File: config.mk
export PLATFORM = sky130hd
export DESIGN_NAME = vecExpandTop
export DESIGN_NICKNAME = d
export VERILOG_FILES = /design/src/logic/vecExpandPkg.sv /design/src/logic/expandBus.sv /design/src/logic/uopDrain.sv /design/src/logic/vecExpand.sv /design/src/logic/vecExpandTop.sv /design/src/logic/vecLaneExpand.sv
export SDC_FILE = /design/constraint.sdc
export NUM_CORES = 1
export LEC_CHECK = 0
export ABC_AREA = 1
export BUFFER_PORTS_ARGS = -buffer_cell sky130_fd_sc_hd__clkbuf_2
export CORE_ASPECT_RATIO = 2
export CORE_MARGIN = 8
export CORE_UTILIZATION = 45
export CTS_BUF_LIST = sky130_fd_sc_hd__clkbuf_8 sky130_fd_sc_hd__clkbuf_16
export DETAILED_ROUTE_END_ITERATION = 8
export PLACE_DENSITY_LB_ADDON = 0.05
export SETUP_SLACK_MARGIN = 0.4
export SLEW_MARGIN = 20
export SYNTH_ARGS = -nofsm -noshare
export SYNTH_HDL_FRONTEND = slang
export SYNTH_SLANG_ARGS = --single-unit
File: constraint.sdc
create_clock -name clk -period 8.4 [get_ports clk]
set_clock_uncertainty 0.15 [all_clocks]
set_input_delay 0.84 -clock clk [delete_from_list [all_inputs] [get_ports clk]]
set_output_delay 0.84 -clock clk [all_outputs]
set_load 0.05 [all_outputs]
File: src/logic/vecExpandPkg.sv
package vecExpandPkg;

	// ======================================================================
	// Sizes of the fetch group and the expansion buffer
	// ======================================================================

	// Instructions delivered per fetch strobe
	localparam int LANES = 4;
	// Maximum vector length, also the number of buffer slots per lane
	localparam int MAX_VL = 8;
	localparam int SLOTS = LANES * MAX_VL;

	// Field widths
	localparam int LANE_W = $clog2(LANES);
	localparam int ELEM_W = $clog2(MAX_VL);
	localparam int REG_W = 5;
	// An expanded register is the architectural number with the element appended
	localparam int EREG_W = REG_W + ELEM_W;
	localparam int OP_W = 7;
	localparam int SLOT_IDX_W = $clog2(SLOTS);
	// Wide enough to count a completely full buffer
	localparam int CNT_W = $clog2(SLOTS + 1);

	// Vector length of 0 to MAX_VL
	typedef logic [3:0] vecLen_t;
	typedef logic [31:0] pcAddr_t;
	typedef logic [11:0] mcAddr_t;

	// ======================================================================
	// Instruction, micro-op and buffer slot formats
	// ======================================================================

	// Fetched instruction with a per-register vector flag
	typedef struct packed {
		logic [OP_W-1:0] opcode;
		logic vec;
		logic [REG_W-1:0] rt;
		logic [REG_W-1:0] ra;
		logic [REG_W-1:0] rb;
		logic [REG_W-1:0] rc;
		logic rtVec;
		logic raVec;
		logic rbVec;
		logic rcVec;
	} instr_t;

	// One expanded micro-op as handed to rename
	typedef struct packed {
		logic [OP_W-1:0] opcode;
		logic [EREG_W-1:0] rt;
		logic [EREG_W-1:0] ra;
		logic [EREG_W-1:0] rb;
		logic [EREG_W-1:0] rc;
		logic [ELEM_W-1:0] element;
		logic vec;
		mcAddr_t mip;
	} uop_t;

	// A buffer slot carries the micro-op together with its program counter
	typedef struct packed {
		uop_t uop;
		pcAddr_t pc;
	} slot_t;

	// Slot contents out of reset, a nop pointing at the idle microcode entry
	localparam slot_t NOP_SLOT = '{
		uop: '{opcode: '0, rt: '0, ra: '0, rb: '0, rc: '0,
			element: '0, vec: 1'b0, mip: 12'h1A0},
		pc: '0
	};

endpackage

File: src/logic/expandBus.sv
`timescale 1ns/1ps

// Carries one fully expanded fetch group from the expander to the drain.
// Everything here is meaningful only in the cycle that load is high
interface expandBus;
	import vecExpandPkg::*;

	// ======================================================================
	// Buffer contents
	// ======================================================================

	// Lane k owns slots 8k to 8k+7, element e of that lane sits at 8k+e
	slot_t [SLOTS-1:0] slots;
	// One bit per slot, set where the slot holds a micro-op
	logic [SLOTS-1:0] mask;

	// ======================================================================
	// Control
	// ======================================================================

	// Single-cycle strobe, the consumer takes a copy in this cycle
	logic load;
	// Number of set bits in mask, precomputed by the expander
	logic [CNT_W-1:0] count;

	// The expander writes the whole bundle
	modport producer (
		output slots,
		output mask,
		output load,
		output count
	);

	// The drain only reads it
	modport consumer (
		input slots,
		input mask,
		input load,
		input count
	);

endinterface

File: src/logic/uopDrain.sv
`timescale 1ns/1ps

// Holds one expanded group and emits its micro-ops one per cycle,
// lowest slot first
module uopDrain (
	input  logic clk,
	input  logic rst,
	expandBus.consumer bus,
	output logic uopValid,
	output logic uopLast,
	output logic idle,
	output vecExpandPkg::slot_t uopSlot
);
	import vecExpandPkg::*;

	// Copy of the group being drained
	slot_t [SLOTS-1:0] heldSlots;
	// Slots still waiting to be emitted
	logic [SLOTS-1:0] heldMask;
	// Micro-ops left including the one shown this cycle
	logic [CNT_W-1:0] remaining;
	logic [SLOT_IDX_W-1:0] pickIdx;

	// ======================================================================
	// Capture
	// ======================================================================

	// Payload of the group, taken in the load cycle
	always_ff @(posedge clk) begin
		if (bus.load) begin
			heldSlots <= bus.slots;
		end
	end

	always_ff @(posedge clk) begin
		if (rst) begin
			heldMask <= '0;
			remaining <= '0;
		end else if (bus.load) begin
			heldMask <= bus.mask;
			remaining <= bus.count;
		end else if (uopValid) begin
			// Subtracting one and masking drops exactly the lowest set bit
			heldMask <= heldMask & (heldMask - 1'b1);
			remaining <= remaining - 1'b1;
		end
	end

	// ======================================================================
	// Priority pick and outputs
	// ======================================================================

	// Scan from the top so the lowest set bit wins
	always_comb begin
		pickIdx = '0;
		for (int i = SLOTS - 1; i >= 0; i--) begin
			if (heldMask[i]) begin
				pickIdx = SLOT_IDX_W'(i);
			end
		end
	end

	// Anything left in the mask goes out this cycle
	assign uopValid = |heldMask;
	assign uopSlot = heldSlots[pickIdx];
	assign uopLast = uopValid && (remaining == CNT_W'(1));

	// Busy from the load cycle until the mask runs empty
	assign idle = !bus.load && !uopValid;

	// ======================================================================
	// Checks
	// ======================================================================

	// A new group must not arrive while the previous one is still going out
	noLoadWhileBusy: assert property (@(posedge clk) disable iff (rst)
		bus.load |-> !uopValid)
		else $error("load while %0d micro-ops still pending", remaining);

	// The count taken from the expander must track the mask as it drains
	remainingTracksMask: assert property (@(posedge clk) disable iff (rst)
		uopValid |-> remaining == CNT_W'($countones(heldMask)))
		else $error("remaining %0d out of step with mask %h", remaining, heldMask);

endmodule

File: src/logic/vecExpand.sv
`timescale 1ns/1ps

// Expands a whole fetch group and registers it into the 32-slot buffer
module vecExpand (
	input  logic clk,
	input  logic rst,
	input  logic en,
	input  vecExpandPkg::vecLen_t vl,
	input  vecExpandPkg::mcAddr_t mip,
	input  vecExpandPkg::pcAddr_t [vecExpandPkg::LANES-1:0] pcs,
	input  vecExpandPkg::instr_t [vecExpandPkg::LANES-1:0] insns,
	expandBus.producer bus
);
	import vecExpandPkg::*;

	// Combinational view of the group before it is registered
	slot_t [SLOTS-1:0] nextSlots;
	logic [SLOTS-1:0] nextMask;
	vecLen_t laneCount [LANES];
	logic [CNT_W-1:0] nextCount;

	// ======================================================================
	// Lane expanders
	// ======================================================================

	// Lane k fills the slot range starting at k*MAX_VL
	for (genvar k = 0; k < LANES; k++) begin : gLane
		vecLaneExpand laneExp (
			.lane (LANE_W'(k)),
			.ins  (insns[k]),
			.pc   (pcs[k]),
			.mip  (mip),
			.vl   (vl),
			.slots(nextSlots[k*MAX_VL +: MAX_VL]),
			.mask (nextMask[k*MAX_VL +: MAX_VL]),
			.count(laneCount[k])
		);
	end

	// Total micro-ops in the group, the drain uses it to find the last one
	always_comb begin
		nextCount = '0;
		for (int k = 0; k < LANES; k++) begin
			nextCount += CNT_W'(laneCount[k]);
		end
	end

	// ======================================================================
	// Buffer register and load strobe
	// ======================================================================

	// The buffer only changes on en and otherwise keeps the last group
	always_ff @(posedge clk) begin
		if (rst) begin
			bus.slots <= {SLOTS{NOP_SLOT}};
			bus.mask <= '0;
			bus.count <= '0;
			bus.load <= 1'b0;
		end else begin
			bus.load <= en;
			if (en) begin
				bus.slots <= nextSlots;
				bus.mask <= nextMask;
				bus.count <= nextCount;
			end
		end
	end

	// ======================================================================
	// Checks
	// ======================================================================

	// Two groups in a row would mean en was raised while the drain was busy
	loadSingle: assert property (@(posedge clk) disable iff (rst)
		bus.load |=> !bus.load)
		else $error("load strobe high in consecutive cycles");

	// Summed lane counts must agree with the mask the lanes produced
	countMatchesMask: assert property (@(posedge clk) disable iff (rst)
		bus.count == CNT_W'($countones(bus.mask)))
		else $error("count %0d does not match mask %h", bus.count, bus.mask);

endmodule

File: src/logic/vecExpandTop.sv
`timescale 1ns/1ps

// Vector expansion stage with plain ports on the fetch and rename sides
module vecExpandTop (
	input  logic clk,
	input  logic rst,
	input  logic en,
	input  vecExpandPkg::vecLen_t vl,
	input  vecExpandPkg::mcAddr_t mip,
	input  vecExpandPkg::pcAddr_t pc0,
	input  vecExpandPkg::pcAddr_t pc1,
	input  vecExpandPkg::pcAddr_t pc2,
	input  vecExpandPkg::pcAddr_t pc3,
	input  vecExpandPkg::instr_t ins0,
	input  vecExpandPkg::instr_t ins1,
	input  vecExpandPkg::instr_t ins2,
	input  vecExpandPkg::instr_t ins3,
	output logic idle,
	output logic uopValid,
	output logic uopLast,
	output vecExpandPkg::pcAddr_t uopPc,
	output vecExpandPkg::mcAddr_t uopMip,
	output logic [vecExpandPkg::OP_W-1:0] uopOp,
	output logic [vecExpandPkg::EREG_W-1:0] uopRt,
	output logic [vecExpandPkg::EREG_W-1:0] uopRa,
	output logic [vecExpandPkg::EREG_W-1:0] uopRb,
	output logic [vecExpandPkg::EREG_W-1:0] uopRc,
	output logic [vecExpandPkg::ELEM_W-1:0] uopElement,
	output logic uopVec
);
	import vecExpandPkg::*;

	slot_t drainSlot;

	// ======================================================================
	// Expander to drain
	// ======================================================================

	expandBus bus ();

	// Lane 0 is the least significant element of the packed lane arrays
	vecExpand expander (
		.clk  (clk),
		.rst  (rst),
		.en   (en),
		.vl   (vl),
		.mip  (mip),
		.pcs  ({pc3, pc2, pc1, pc0}),
		.insns({ins3, ins2, ins1, ins0}),
		.bus  (bus.producer)
	);

	uopDrain drain (
		.clk     (clk),
		.rst     (rst),
		.bus     (bus.consumer),
		.uopValid(uopValid),
		.uopLast (uopLast),
		.idle    (idle),
		.uopSlot (drainSlot)
	);

	// Split the emitted slot into its fields for rename
	assign uopPc = drainSlot.pc;
	assign uopMip = drainSlot.uop.mip;
	assign uopOp = drainSlot.uop.opcode;
	assign uopRt = drainSlot.uop.rt;
	assign uopRa = drainSlot.uop.ra;
	assign uopRb = drainSlot.uop.rb;
	assign uopRc = drainSlot.uop.rc;
	assign uopElement = drainSlot.uop.element;
	assign uopVec = drainSlot.uop.vec;

endmodule

File: src/logic/vecLaneExpand.sv
`timescale 1ns/1ps

// Expands the instruction of one fetch lane into its eight buffer slots.
// Purely combinational, the parent registers the result
module vecLaneExpand (
	input  logic [vecExpandPkg::LANE_W-1:0] lane,
	input  vecExpandPkg::instr_t ins,
	input  vecExpandPkg::pcAddr_t pc,
	input  vecExpandPkg::mcAddr_t mip,
	input  vecExpandPkg::vecLen_t vl,
	output vecExpandPkg::slot_t [vecExpandPkg::MAX_VL-1:0] slots,
	output logic [vecExpandPkg::MAX_VL-1:0] mask,
	output vecExpandPkg::vecLen_t count
);
	import vecExpandPkg::*;

	// Renumber a register for one element.
	// A flagged register gets the element index appended, others get zeros
	function automatic logic [EREG_W-1:0] expandReg(
		input logic [REG_W-1:0] r,
		input logic flag,
		input logic [ELEM_W-1:0] elem
	);
		return flag ? {r, elem} : {r, {ELEM_W{1'b0}}};
	endfunction

	// Each lane has its own microcode entry, the lane fills the low bits
	mcAddr_t laneMip;
	assign laneMip = mip | mcAddr_t'(lane);

	// ======================================================================
	// Per-element slot generation
	// ======================================================================

	for (genvar e = 0; e < MAX_VL; e++) begin : gElem
		logic [ELEM_W-1:0] elem;
		slot_t s;

		// A scalar only ever fills the base slot, always as element 0
		assign elem = ins.vec ? ELEM_W'(e) : '0;

		always_comb begin
			s.uop.opcode = ins.opcode;
			s.uop.rt = expandReg(ins.rt, ins.vec && ins.rtVec, elem);
			s.uop.ra = expandReg(ins.ra, ins.vec && ins.raVec, elem);
			s.uop.rb = expandReg(ins.rb, ins.vec && ins.rbVec, elem);
			s.uop.rc = expandReg(ins.rc, ins.vec && ins.rcVec, elem);
			s.uop.element = elem;
			s.uop.vec = ins.vec;
			s.uop.mip = laneMip;
			s.pc = pc;
		end

		assign slots[e] = s;

		// Vector: the first vl elements are live. Scalar: just the base slot
		assign mask[e] = ins.vec ? (e < vl) : (e == 0);
	end

	// Micro-ops this lane contributes to the group
	assign count = ins.vec ? vl : vecLen_t'(1);

	// Vector lengths beyond the buffer depth per lane are not supported
	vlInRange: assert final ($isunknown(vl) || vl <= vecLen_t'(MAX_VL))
		else $error("vector length %0d above %0d", vl, MAX_VL);

endmodule

==> results.toml <==
[run_status]
status = "complete, no violations"

[cts]
clock_tree.root_cell = "clkbuf_16"
cts_tree = "yes"
cts.sinks = 615
clk_pin_slew_ns = 0.07
cts_setup_buffers = 0
cts_hold_buf = 0
post_cts_resized = 0
ctsHtreeMaxLevel = 2
insertion_delay_ns = 0.59
numCtsBuffers = 54
clk_path_buf_depth = 3

[floorplanning]
io_pins = 365
fp.dieArea_mm2 = 0.05897
die_x_um = 175.8
initial_utilization = 0.4535
core_mm2 = 0.05065
fp.dieH_um = 335.5
rows = 117

[detailed_routing]
dr.pass1.iters = 6
vias_per_cell = 5.325
via_count = 18090
wl_per_cell_um = 21.83
drtIter0Drc = 1437
routed_wl_um = 74160
drc = 0
drtAntennaViolNets = 0

[critical_path]
required_ns = 7.41
startpoint = "drain.heldMask[18]"
worst-path-max-fanout = 84
r2r_start = "expander.bus.load"
critPathCapture = "uopPc[13]"
criticalPathCategory = "register to output port"
regToRegSetupSlack_ns = 5.14
cp-end-kind = "output port"
worstRegToRegCells = 4
start_kind = "register"
arrival_ns = 4.45
reg2reg_to = "drain.heldMask[25]"

[timing]
worstMarginPinSlew_ns = 1.126
hold_violations = 0
finalMaxSlewViolations = 0
period_needed_ns = 5.436
period_share = 0.6471
hold_slack_ns = 0.2677
rsz0062_at_grt = "no"
max_freq_mhz = 184.0
tns_ns = 0
slew_headroom = 0.2491
finalSetupViolations = 0

[synthesis]
synth_top_cells_by_area = "edfxtp_1 (35%), dfxtp_1 (30%), nor2_1 (11%), o21ai_0 (9.0%), nand2_1 (3.3%)"
synth_area_per_cell_um2 = 9.516
synth_edf_count = 269
yosys_warnings = 0
syn_area_mm2 = 0.02297
yosys.area.top_type = "edfxtp_1"
async_flop_share = 0
synth_top_area_share = 0.3516
ys_types = 40
synth_commonest_cells = "nor2_1 (684), o21ai_0 (413), dfxtp_1 (346)"
synth-seq-area-share = 0.6532
syn-num-nets = 2705
ys.flop_type = "dfxtp_1"
postSynthCellCount = 2414
synthMostInstantiatedCell = "nor2_1"
synth-seq-cells = 615

[final_layout]
regArea_mm2 = 0.01501
drive_gt1_frac = 0.1817
nFillCells = 4781
syn_to_final_growth_pct = 17.69
nNetsFinal = 2982
multi_input_area_mm2 = 0.007012

[global_route]
gr-usage-all-layers = 0.2458
antenna_found_initial = 12
grt_pass1_vias = 18200
grt_max_degree = 135
overflow = 0
grt_pass1_wl_um = 111400

[placed_design]
dpl.hpwl_um = 50140
numPortBuffers = 364
place.gp.congestion = 0.9229

[power_and_ir_drop]
peakVddDrop_v = 0.0002245
powerDensity_mw_per_mm2 = 277.8
leakagePower_nw = 11.12

[min_path]
hp-class = "register to register"

[run]
maxCapViolCount = 0
-- stage by stage --
stage | std cells | util | instance area [um2] | power [mW] | worst slack, ns
CTS | 3390 | 0.5333 | 27010 | 7.574 | 2.852
floorplan | 2414 | - | 22970 | 4.470 | 2.647
global route | 3392 | 0.5335 | 27020 | 7.811 | 2.635
finish | 3397 | 0.5337 | 27030 | 7.510 | 2.964
detailed placement | 3289 | 0.4967 | 25160 | 4.972 | 3.513
global placement | 3289 | 0.4967 | 25160 | 4.962 | 3.562
-- cells in the final DEF, fill, tap and decap left out, drive strengths merged, types with 4 or more instances in the layout --
cell,count
a21oi,83
a31oi,6
buf,16
bufinv,7
clkbuf,425
clkinv,21
dfxtp,346
diode,7
edfxtp,269
fa,6
ha,10
inv,105
nand2,204
nand3,30
nor2,693
o21ai,413
o221ai,5
o22ai,63
o31ai,4
or2,4
-- worst max-delay path: stages (launching register included) --
cell	delay, ns
dfxtp_1	0.35
nor2_1	0.21
nand2_1	0.10
nor2_1	0.10
inv_1	0.07
o211ai_1	0.25
nand2_4	0.48
inv_4	0.59
buf_4	0.77
o21ai_0	0.18
o22ai_1	0.29
clkbuf_2	0.34
-- report_power, final --
group	total, mW	internal, mW	switching (mW)	leakage [nW]
registers	3.40	3.31	0.0864	5.42
logic	1.50	0.349	1.16	4.75
clock network	2.61	1.47	1.13	0.951
-- logic make-up after synthesis --
group	Yosys count	share of synthesized area
AND/OR/NAND/NOR	938	0.1576
buffers and inverters	255	0.04227
AO/OA/AOI/OAI	585	0.1344
XOR/XNOR	5	0.001907
flip-flops	615	0.6532
adder cells (fa/ha/maj)	16	0.01068
-- per-layer routing --
layer  vias to the layer above  wire length [um]  global-route usage
met3                       153              5022             0.05347
met1                      8569             30100              0.3022
li1                       8661                 -                   -
met4                         6              3785              0.1239
met5                         -                41                   0
met2                       701             35210              0.4017
-- sequential cells by signal (all words and copies together), names as in the netlist --
signal,count
expander.bus.slots,269
expander.bus.mask,32
drain.heldSlots,269
expander.bus.load,1
drain.heldMask,32
drain.remaining,6
expander.bus.count,6
-- worst min-delay path by stage --
stage,startpoint,endpoint,slack (ns),cells after the start
2_1_floorplan,expander.bus.slots[0],drain.heldSlots[0],0.25,0
3_3_place_gp,expander.bus.slots[20],drain.heldSlots[20],0.26,0
3_5_place_dp,expander.bus.slots[1404],drain.heldSlots[1404],0.26,0
4_1_cts,expander.bus.slots[71],drain.heldSlots[158],0.27,0
5_1_grt,expander.bus.slots[722],drain.heldSlots[1157],0.28,0
6_report,expander.bus.slots[2116],drain.heldSlots[2551],0.27,0
-- area by class of cell --
cell class,count,area share
Timing Repair Buffer,379,0.07192
Tap cell,654,0.03027
Inverter,97,0.01402
Antenna cell,7,0.0006479
Clock buffer,62,0.05447
Sequential cell,615,0.5551
Multi-Input combinational cell,1544,0.2594
Clock inverter,39,0.01416
Power figures use the tool's default switching activity.
